`config.mk`:
```
export PLATFORM = sky130hd
export DESIGN_NAME = fma_pipe
export DESIGN_NICKNAME = d
export VERILOG_FILES = /design/src/design/fma_flow_pkg.sv /design/src/design/fma_data_pkg.sv /design/src/design/fma_pipe.sv /design/src/design/result_buffer.sv /design/src/design/accum_add.sv /design/src/design/operand_delay.sv /design/src/design/product_resolve.sv /design/src/design/csa_tree.sv /design/src/design/prefix_adder.sv
export VERILOG_INCLUDE_DIRS = /design/src /design/src/design
export SDC_FILE = /design/constraint.sdc
export NUM_CORES = 2
export LEC_CHECK = 0
export BUFFER_PORTS_ARGS = -buffer_cell sky130_fd_sc_hd__buf_2
export CORE_MARGIN = 10
export CORE_UTILIZATION = 37
export CTS_CLUSTER_DIAMETER = 40
export DETAILED_ROUTE_END_ITERATION = 10
export PLACE_DENSITY_LB_ADDON = 0.15
export SETUP_SLACK_MARGIN = 0.3
export SLEW_MARGIN = 30
export SYNTH_ARGS = -nofsm -noshare
export SYNTH_HDL_FRONTEND = slang
export SYNTH_SLANG_ARGS = --single-unit
```
`constraint.sdc`:
```
create_clock -name clk -period 8.65 [get_ports clk]
set_input_delay 1.73 -clock clk [delete_from_list [all_inputs] [get_ports clk]]
set_output_delay 1.73 -clock clk [all_outputs]
set_load 0.02 [all_outputs]
```
`src/design/fma_defs.svh`:
```
`ifndef FMA_DEFS_SVH
`define FMA_DEFS_SVH

// multiplier operand width
`define FMA_OP_W 32

// addend, product and result width, twice the operand width
`define FMA_ACC_W 64

// cycles the product waits between resolve and accumulate
// any value of 1 or more
`define FMA_DELAY_STAGES 4

// result fifo entries, also the upstream credit budget
`define FMA_BUF_DEPTH 4

`endif
```
`src/design/fma_flow_pkg.sv`:
```
`include "fma_defs.svh"

package fma_flow_pkg;

   localparam int CNT_W = $clog2(`FMA_BUF_DEPTH + 1);
   localparam int PTR_W = (`FMA_BUF_DEPTH > 1) ? $clog2(`FMA_BUF_DEPTH) : 1;

   // holds 0 up to the full buffer depth
   typedef logic [CNT_W-1:0] credit_cnt_t;

   // index into the result fifo
   typedef logic [PTR_W-1:0] buf_ptr_t;

endpackage

```
`src/design/fma_data_pkg.sv`:
```
`include "fma_defs.svh"

package fma_data_pkg;

   // one multiplier operand
   typedef logic [`FMA_OP_W-1:0] op_t;

   // addend, partial product rows, product and result
   typedef logic [`FMA_ACC_W-1:0] acc_t;

endpackage

```
`src/design/fma_pipe.sv`:
```
`timescale 1ns/10ps

`include "fma_defs.svh"

module fma_pipe import fma_data_pkg::*; (
   input  logic clk,
   input  logic rst,
   input  logic in_valid,
   input  op_t  in_a,
   input  op_t  in_b,
   input  acc_t in_c,
   input  logic res_credit,
   output logic in_credit,
   output logic res_valid,
   output acc_t res_data
);

   logic row_valid;
   acc_t sum_row;
   acc_t carry_row;
   acc_t row_c;
   logic prod_valid;
   acc_t prod;
   acc_t prod_c;
   logic dly_valid;
   acc_t dly_prod;
   logic addend_valid;
   acc_t dly_addend;
   logic sum_valid;
   acc_t sum;

   csa_tree i_csa_tree (
      .clk       (clk),
      .rst       (rst),
      .in_valid  (in_valid),
      .in_a      (in_a),
      .in_b      (in_b),
      .in_c      (in_c),
      .row_valid (row_valid),
      .sum_row   (sum_row),
      .carry_row (carry_row),
      .row_c     (row_c)
   );

   product_resolve i_product_resolve (
      .clk        (clk),
      .rst        (rst),
      .row_valid  (row_valid),
      .sum_row    (sum_row),
      .carry_row  (carry_row),
      .row_c      (row_c),
      .prod_valid (prod_valid),
      .prod       (prod),
      .prod_c     (prod_c)
   );

   // product and addend ride matching delay lines
   operand_delay #(
      .payload_t (acc_t),
      .DEPTH     (`FMA_DELAY_STAGES)
   ) i_prod_delay (
      .clk       (clk),
      .rst       (rst),
      .in_valid  (prod_valid),
      .in_data   (prod),
      .out_valid (dly_valid),
      .out_data  (dly_prod)
   );

   operand_delay #(
      .payload_t (acc_t),
      .DEPTH     (`FMA_DELAY_STAGES)
   ) i_addend_delay (
      .clk       (clk),
      .rst       (rst),
      .in_valid  (prod_valid),
      .in_data   (prod_c),
      .out_valid (addend_valid),
      .out_data  (dly_addend)
   );

   accum_add i_accum_add (
      .clk        (clk),
      .rst        (rst),
      .prod_valid (dly_valid),
      .prod       (dly_prod),
      .addend     (dly_addend),
      .sum_valid  (sum_valid),
      .sum        (sum)
   );

   result_buffer i_result_buffer (
      .clk        (clk),
      .rst        (rst),
      .wr_valid   (sum_valid),
      .wr_data    (sum),
      .res_credit (res_credit),
      .res_valid  (res_valid),
      .res_data   (res_data),
      .in_credit  (in_credit)
   );

   // accum_add takes one valid, so both delay lines must stay in step
   a_delay_aligned: assert property (@(posedge clk) disable iff (!rst)
      dly_valid == addend_valid);

endmodule

```
`src/design/result_buffer.sv`:
```
`timescale 1ns/10ps

`include "fma_defs.svh"

module result_buffer import fma_data_pkg::*, fma_flow_pkg::*; (
   input  logic clk,
   input  logic rst,
   input  logic wr_valid,
   input  acc_t wr_data,
   input  logic res_credit,
   output logic res_valid,
   output acc_t res_data,
   output logic in_credit
);

   localparam int DEPTH = `FMA_BUF_DEPTH;
   localparam credit_cnt_t FULL = credit_cnt_t'(DEPTH);

   acc_t        mem [DEPTH];
   buf_ptr_t    wr_ptr;
   buf_ptr_t    rd_ptr;
   credit_cnt_t fill;
   credit_cnt_t dn_credits;
   logic        pop;

   function automatic buf_ptr_t next_ptr(input buf_ptr_t ptr);
      if (ptr == buf_ptr_t'(DEPTH - 1)) begin
         return '0;
      end
      return ptr + 1'b1;
   endfunction

   // one result per cycle while something is held and downstream has room
   assign pop = (fill != '0) && (dn_credits != '0);
   assign res_valid = pop;
   assign res_data = mem[rd_ptr];
   // the freed entry goes straight back to upstream as a credit
   assign in_credit = pop;

   always_ff @(posedge clk or negedge rst) begin
      if (!rst) begin
         wr_ptr <= '0;
         rd_ptr <= '0;
         fill <= '0;
         dn_credits <= '0;
      end else begin
         if (wr_valid) begin
            wr_ptr <= next_ptr(wr_ptr);
         end
         if (pop) begin
            rd_ptr <= next_ptr(rd_ptr);
         end
         fill <= fill + credit_cnt_t'(wr_valid) - credit_cnt_t'(pop);
         dn_credits <= dn_credits + credit_cnt_t'(res_credit) - credit_cnt_t'(pop);
      end
   end

   always_ff @(posedge clk) begin
      if (wr_valid) begin
         mem[wr_ptr] <= wr_data;
      end
   end

   // upstream credit budget must keep the fifo from overflowing
   a_no_overflow: assert property (@(posedge clk) disable iff (!rst)
      wr_valid |-> fill != FULL);

   // downstream never holds more than DEPTH unspent grants
   a_credit_range: assert property (@(posedge clk) disable iff (!rst)
      res_credit && !res_valid |-> dn_credits != FULL);

endmodule

```
`src/design/accum_add.sv`:
```
`timescale 1ns/10ps

module accum_add import fma_data_pkg::*; (
   input  logic clk,
   input  logic rst,
   input  logic prod_valid,
   input  acc_t prod,
   input  acc_t addend,
   output logic sum_valid,
   output acc_t sum
);

   acc_t sum_comb;

   // final add, result wraps modulo 2**64
   prefix_adder i_prefix_adder (
      .op_x (prod),
      .op_y (addend),
      .sum  (sum_comb)
   );

   always_ff @(posedge clk or negedge rst) begin
      if (!rst) begin
         sum_valid <= 1'b0;
      end else begin
         sum_valid <= prod_valid;
      end
   end

   always_ff @(posedge clk) begin
      sum <= sum_comb;
   end

endmodule

```
`src/design/operand_delay.sv`:
```
`timescale 1ns/10ps

module operand_delay #(
   parameter type payload_t = logic,
   parameter int  DEPTH     = 1
) (
   input  logic     clk,
   input  logic     rst,
   input  logic     in_valid,
   input  payload_t in_data,
   output logic     out_valid,
   output payload_t out_data
);

   logic [DEPTH-1:0] vld;
   payload_t         pipe [DEPTH];

   always_ff @(posedge clk or negedge rst) begin
      if (!rst) begin
         vld <= '0;
      end else begin
         vld[0] <= in_valid;
         for (int i = 1; i < DEPTH; i++) begin
            vld[i] <= vld[i-1];
         end
      end
   end

   // payload just follows its valid bit down the line
   always_ff @(posedge clk) begin
      pipe[0] <= in_data;
      for (int i = 1; i < DEPTH; i++) begin
         pipe[i] <= pipe[i-1];
      end
   end

   assign out_valid = vld[DEPTH-1];
   assign out_data = pipe[DEPTH-1];

endmodule

```
`src/design/product_resolve.sv`:
```
`timescale 1ns/10ps

module product_resolve import fma_data_pkg::*; (
   input  logic clk,
   input  logic rst,
   input  logic row_valid,
   input  acc_t sum_row,
   input  acc_t carry_row,
   input  acc_t row_c,
   output logic prod_valid,
   output acc_t prod,
   output acc_t prod_c
);

   acc_t prod_comb;

   // collapse the carry-save pair into the full product
   prefix_adder i_prefix_adder (
      .op_x (sum_row),
      .op_y (carry_row),
      .sum  (prod_comb)
   );

   always_ff @(posedge clk or negedge rst) begin
      if (!rst) begin
         prod_valid <= 1'b0;
      end else begin
         prod_valid <= row_valid;
      end
   end

   always_ff @(posedge clk) begin
      prod <= prod_comb;
      prod_c <= row_c;
   end

endmodule

```
`src/design/csa_tree.sv`:
```
`timescale 1ns/10ps

`include "fma_defs.svh"

module csa_tree import fma_data_pkg::*; (
   input  logic clk,
   input  logic rst,
   input  logic in_valid,
   input  op_t  in_a,
   input  op_t  in_b,
   input  acc_t in_c,
   output logic row_valid,
   output acc_t sum_row,
   output acc_t carry_row,
   output acc_t row_c
);

   // rows left after lv layers of 3:2 compressors
   function automatic int rows_at(input int lv);
      int n;
      n = `FMA_OP_W;
      for (int i = 0; i < lv; i++) begin
         n = (n / 3) * 2 + n % 3;
      end
      return n;
   endfunction

   function automatic int level_count();
      int n;
      int lv;
      n = `FMA_OP_W;
      lv = 0;
      while (n > 2) begin
         n = (n / 3) * 2 + n % 3;
         lv++;
      end
      return lv;
   endfunction

   localparam int LEVELS = level_count();

   acc_t tree [0:LEVELS][0:`FMA_OP_W-1];

   // partial product i is b gated by a[i], shifted into place
   for (genvar i = 0; i < `FMA_OP_W; i++) begin : g_pp
      assign tree[0][i] = acc_t'(in_b & {`FMA_OP_W{in_a[i]}}) << i;
   end

   for (genvar lv = 0; lv < LEVELS; lv++) begin : g_level
      localparam int N = rows_at(lv);
      localparam int G = N / 3;
      for (genvar g = 0; g < G; g++) begin : g_csa
         assign tree[lv+1][2*g] = tree[lv][3*g] ^ tree[lv][3*g+1] ^ tree[lv][3*g+2];
         assign tree[lv+1][2*g+1] = ((tree[lv][3*g] & tree[lv][3*g+1]) |
                                     (tree[lv][3*g] & tree[lv][3*g+2]) |
                                     (tree[lv][3*g+1] & tree[lv][3*g+2])) << 1;
      end
      // leftover rows skip this layer
      for (genvar r = 0; r < N % 3; r++) begin : g_pass
         assign tree[lv+1][2*G+r] = tree[lv][3*G+r];
      end
   end

   always_ff @(posedge clk or negedge rst) begin
      if (!rst) begin
         row_valid <= 1'b0;
      end else begin
         row_valid <= in_valid;
      end
   end

   always_ff @(posedge clk) begin
      sum_row <= tree[LEVELS][0];
      carry_row <= tree[LEVELS][1];
      row_c <= in_c;
   end

endmodule

```
`src/design/prefix_adder.sv`:
```
`timescale 1ns/10ps

module prefix_adder import fma_data_pkg::*; (
   input  acc_t op_x,
   input  acc_t op_y,
   output acc_t sum
);

   localparam int W = $bits(acc_t);
   localparam int LEVELS = $clog2(W);

   // gen[lv][i] is the group generate of bits i down to i - 2**lv + 1
   acc_t gen [0:LEVELS];
   acc_t prop [0:LEVELS-1];

   assign gen[0] = op_x & op_y;
   assign prop[0] = op_x ^ op_y;

   for (genvar lv = 0; lv < LEVELS; lv++) begin : g_level
      localparam int DIST = 1 << lv;
      // low bits have no partner at this distance and keep their value
      assign gen[lv+1] = gen[lv] | (prop[lv] & (gen[lv] << DIST));
      if (lv < LEVELS - 1) begin : g_prop
         assign prop[lv+1] = prop[lv] & ((prop[lv] << DIST) | acc_t'({DIST{1'b1}}));
      end
   end

   // carry into bit i is the prefix generate of bit i-1, carry out dropped
   assign sum = prop[0] ^ (gen[LEVELS] << 1);

endmodule

```
==> run_results.csv <==
group,metric,value,unit
finish,final_nets,6844,
route,drc,0,
hold_path,hold_start,"i_addend_delay.pipe[0][33]",
finish,area_growth,12.08,%
worst_setup_path,cp_num_buf_inv,5,
synthesis,synth_ff_type,"dfxtp_1",
grt,grtUsageMet3,2.296,%
worst_setup_path,r2r_slack,5030,ps
pwr,ir_drop,389.6,uV
die,start_util,37.27,%
synthesis,muxShareOfSynthArea,2.334,%
timing,grt_setup_unrepaired,"false",
route,via_count,36640,
timing,hold_violations,0,
worst_setup_path,worstPathArrival,6930,ps
synthesis,synth_cells,5420,
synthesis,yosysSeqAreaShare,40.39,%
die,dieHeight,435.9,um
finish,multi_input_area,33860,um2
die,io_pins,198,
route,drt_iter0_drc,2135,
synthesis,yosys.area_share.simple,10.82,%
route,viasPerCell,4.616,
die,die-area,190000,um2
clock_network,insertion_delay,740,ps
clock_network,htreeDepth,4,
worst_setup_path,startpoint_type,"primary input",
worst_setup_path,cp-end-kind,"flip-flop",
finish,fillers,16340,
clock_network,clock_sinks,1159,
worst_setup_path,r2r-end,"i_accum_add.sum[61]",
worst_setup_path,path_cells,"buf_2, and2_1, fa_1, inv_1, fa_1, fa_1, inv_1, fa_1, inv_1, fa_1, fa_1, fa_1, inv_1, fa_1",
route,routed_wl,153300,um
worst_setup_path,reg2reg_depth,11,
worst_setup_path,reg2reg_from,"i_prod_delay.pipe[3][6]",
grt,grt_max_degree,47,
timing,slew_violations,0,
clock_network,cts_root_buf,"clkbuf_16",
synthesis,synthArstFlopShare,1.467,%
grt,grt_antenna_before_repair,1,
timing,min_period,6329,ps
hold_path,hold_class,"flip-flop to flip-flop",
clock_network,cts.path.max_buffers,3,
die,dieWidth,435.9,um
timing,tightestPinTransition,1046,ps
route,ant_nets,0,
pwr,leakage,31.57,nW
clock_network,cts_resized,0,
synthesis,synth_compound_gate_area_share,4.066,%
worst_setup_path,critical_path.max_fanout,32,
placed_design,hpwl,112100,um
timing,maxSlewHeadroom,30.24,%
synthesis,synth_xor_area_share,1.587,%
die,core_area,171700,um2
synthesis,synth_edf_count,256,
timing,setup_viol,0,
worst_setup_path,max_stage_delay,740,ps
grt,use_met2,26.65,%
pwr,powerDensity,442.2,nW/um2
hold_path,whs_path_depth,0,
pwr,power,31.72,mW
clock_network,cts.hold.buffers_added,0,
worst_setup_path,path_class,"primary input to flip-flop",
die,num_rows,152,
synthesis,synth_top_family_by_area,"adder cells",
grt,grtUsageMet1,22.43,%
finish,drive_above_1_share,9.545,%
timing,fin_tns_setup,0,ps
synthesis,netlist_area,64000,um2
worst_setup_path,cp_top_family,"adder cells",
worst_setup_path,required,9260,ps
grt,grt_usage,16.25,%
clock_network,cts_buffers,139,
synthesis,avgSynthCellArea,11.81,um2
synthesis,syn_nets,6749,
worst_setup_path,cpMostUsedCell,"fa_1",
worst_setup_path,cp_slowest_cell,"buf_2",
flow_run,cap_violations,0,
synthesis,yosysWarningCount,0,
clock_network,clk_pin_slew,60,ps
finish,seqCellArea,25850,um2
timing,fmax,158.0,MHz
synthesis,ys_types,72,
synthesis,synth_adder_area_share,34.09,%
timing,fin_worst_skew,29.55,ps
grt,grt_pass1_wl,240900,um
timing,min_period_over_period,73.17,%
grt,grt_overflow,0,
grt,first_global_vias,40240,
route,drt-pass1-iter-count,7,
clock_network,cts_tree,"yes",
route,wire_per_inst,19.32,um
outcome,status,"finished, final reports clean",
hold_path,min_to,"i_addend_delay.pipe[1][33]",
placed_design,portBuffers,197,
clock_network,post_cts_buffers,0,
placed_design,finalWeightedCongestion,0.8340,
grt,grt.busiest_layer,"met2",
synthesis,ys_ff_latch,1159,
[kinds of logic (layout without fill, tap and decap cells)]
logic type	after synthesis	after routing
and+or+nand+nor	1344	1344
adders and majority gates	1197	1197
DFF	1159	1159
buffers and inverters	1137	1343
AOI/OAI and AO/OA	398	398
xor gates and xnor gates	116	116
muxes	69	69
other	0	1
[placed cells by master (no fill, tap or decap), types with 22 or more instances in the layout]
| cell type | count |
|---|---|
| dfxtp_1 | 886 |
| buf_2 | 196 |
| ha_1 | 286 |
| o21bai_1 | 22 |
| o21ai_0 | 72 |
| and2_1 | 633 |
| a21oi_1 | 136 |
| inv_1 | 883 |
| fa_1 | 911 |
| xor2_1 | 39 |
| clkinv_2 | 25 |
| xnor2_1 | 77 |
| edfxtp_1 | 256 |
| nand2_1 | 499 |
| nor3_1 | 23 |
| mux4_2 | 64 |
| nand4_1 | 40 |
| clkbuf_16 | 139 |
| nor2_1 | 78 |
| a21o_1 | 62 |
[worst register-to-register path, delay by kind of cell, from the launching register on]
family	cells	cell delay, ps
DFF	1	330
adders and majority gates	1	380
AOI/OAI and AO/OA	9	2680
xor gates and xnor gates	1	160
[flip-flops by register name (all words and copies together), names as in the netlist]
signal                        count
i_addend_delay.pipe             256
i_prod_delay.pipe               256
i_result_buffer.mem             256
i_accum_add.sum                  64
i_csa_tree.row_c                 64
i_product_resolve.prod           64
i_product_resolve.prod_c         64
i_csa_tree.sum_row               63
i_csa_tree.carry_row             55
i_prod_delay.vld                  4
i_result_buffer.dn_credits        3
i_result_buffer.fill              3
i_result_buffer.rd_ptr            2
i_result_buffer.wr_ptr            2
i_accum_add.sum_valid             1
i_csa_tree.row_valid              1
i_product_resolve.prod_valid      1
[power breakdown]
| part | switching (mW) | internal (mW) | total [mW] |
|---|---|---|---|
| Sequential | 0.633 | 7.68 | 8.31 |
| Combinational | 10.4 | 7.26 | 17.7 |
| Clock | 2.31 | 3.45 | 5.75 |
[final cells by class]
| type | count | share of cell area, % |
|---|---|---|
| clock buffers | 167 | 5.121 |
| flip-flops and latches | 1159 | 36.04 |
| diodes | 1 | 0.003488 |
| well taps | 2310 | 4.029 |
| inverters | 883 | 4.620 |
| repair buffers | 208 | 1.493 |
| multi-input cells | 3124 | 47.20 |
| clock inverters | 85 | 1.488 |
[worst max-delay path by stage]
stage / startpoint / to / slack, ps / depth (start not counted)
6_report: in_b[9] / i_csa_tree.sum_row[32] / 2320 / 14
5_1_grt: in_b[12] / i_csa_tree.sum_row[42] / 2210 / 15
4_1_cts: in_b[10] / i_csa_tree.sum_row[35] / 2410 / 14
3_5_place_dp: in_b[10] / i_csa_tree.sum_row[35] / 1570 / 14
3_3_place_gp: in_b[12] / i_csa_tree.sum_row[41] / 1620 / 15
2_1_floorplan: in_b[14] / i_csa_tree.sum_row[43] / 2230 / 17
[through the flow]
step                hold WS (ps)  util (%)  instance area, um2  worst slack [ps]  cells
finish                     313.4     41.77               71740              2321   7937
global route               314.7     41.77               71730              2209   7936
CTS                        315.4     41.77               71730              2410   7936
detailed placement         312.1     39.01               66990              1571   7684
global placement           309.5     39.01               66990              1619   7684
floorplan                  309.6         -               64000              2231   5420
[metal layers]
metal	up-vias	part of all wire (%)	wire [um]
met1	18670	46	70700
met4	2	2.5	3760
met5	-	0.0052	8
met2	851	47	72200
li1	16920	-	-
met3	204	4.3	6648
[cell usage after synthesis, drive strengths merged (3+ instances only)]
library cell  instances  area share [%]
dfrtp                17            0.66
buf                  23            0.18
dfxtp               886              28
and2                638             6.2
o31ai                 6            0.11
nand3                20            0.16
o41ai                 3           0.053
nand4                40            0.39
a2111oi               3           0.063
edfxtp              256              12
a21boi               11            0.13
nor2b                11            0.11
mux2i                 3           0.047
mux4                 64             2.3
inv                 883             5.2
nor3                 23            0.18
fa                  911              28
a211oi               13            0.18
o21ai                78            0.61
nor2                 78            0.46
o21bai               22            0.26
nor4                  8           0.078
xnor2                77             1.1
nand2b                8           0.078
a41oi                 6            0.12
o221ai                3           0.041
a21oi               138             1.1
a21o                 62            0.73
a31oi                15            0.17
or4                   5           0.059
nand2               499             2.9
ha                  286             5.6
xor2                 39            0.53
a31o                  5           0.068
o211ai                8            0.10
and3                  6           0.059
clkbuf              231             1.4
o21a                  9            0.11
Note: power is estimated with default switching activity, not from simulation.
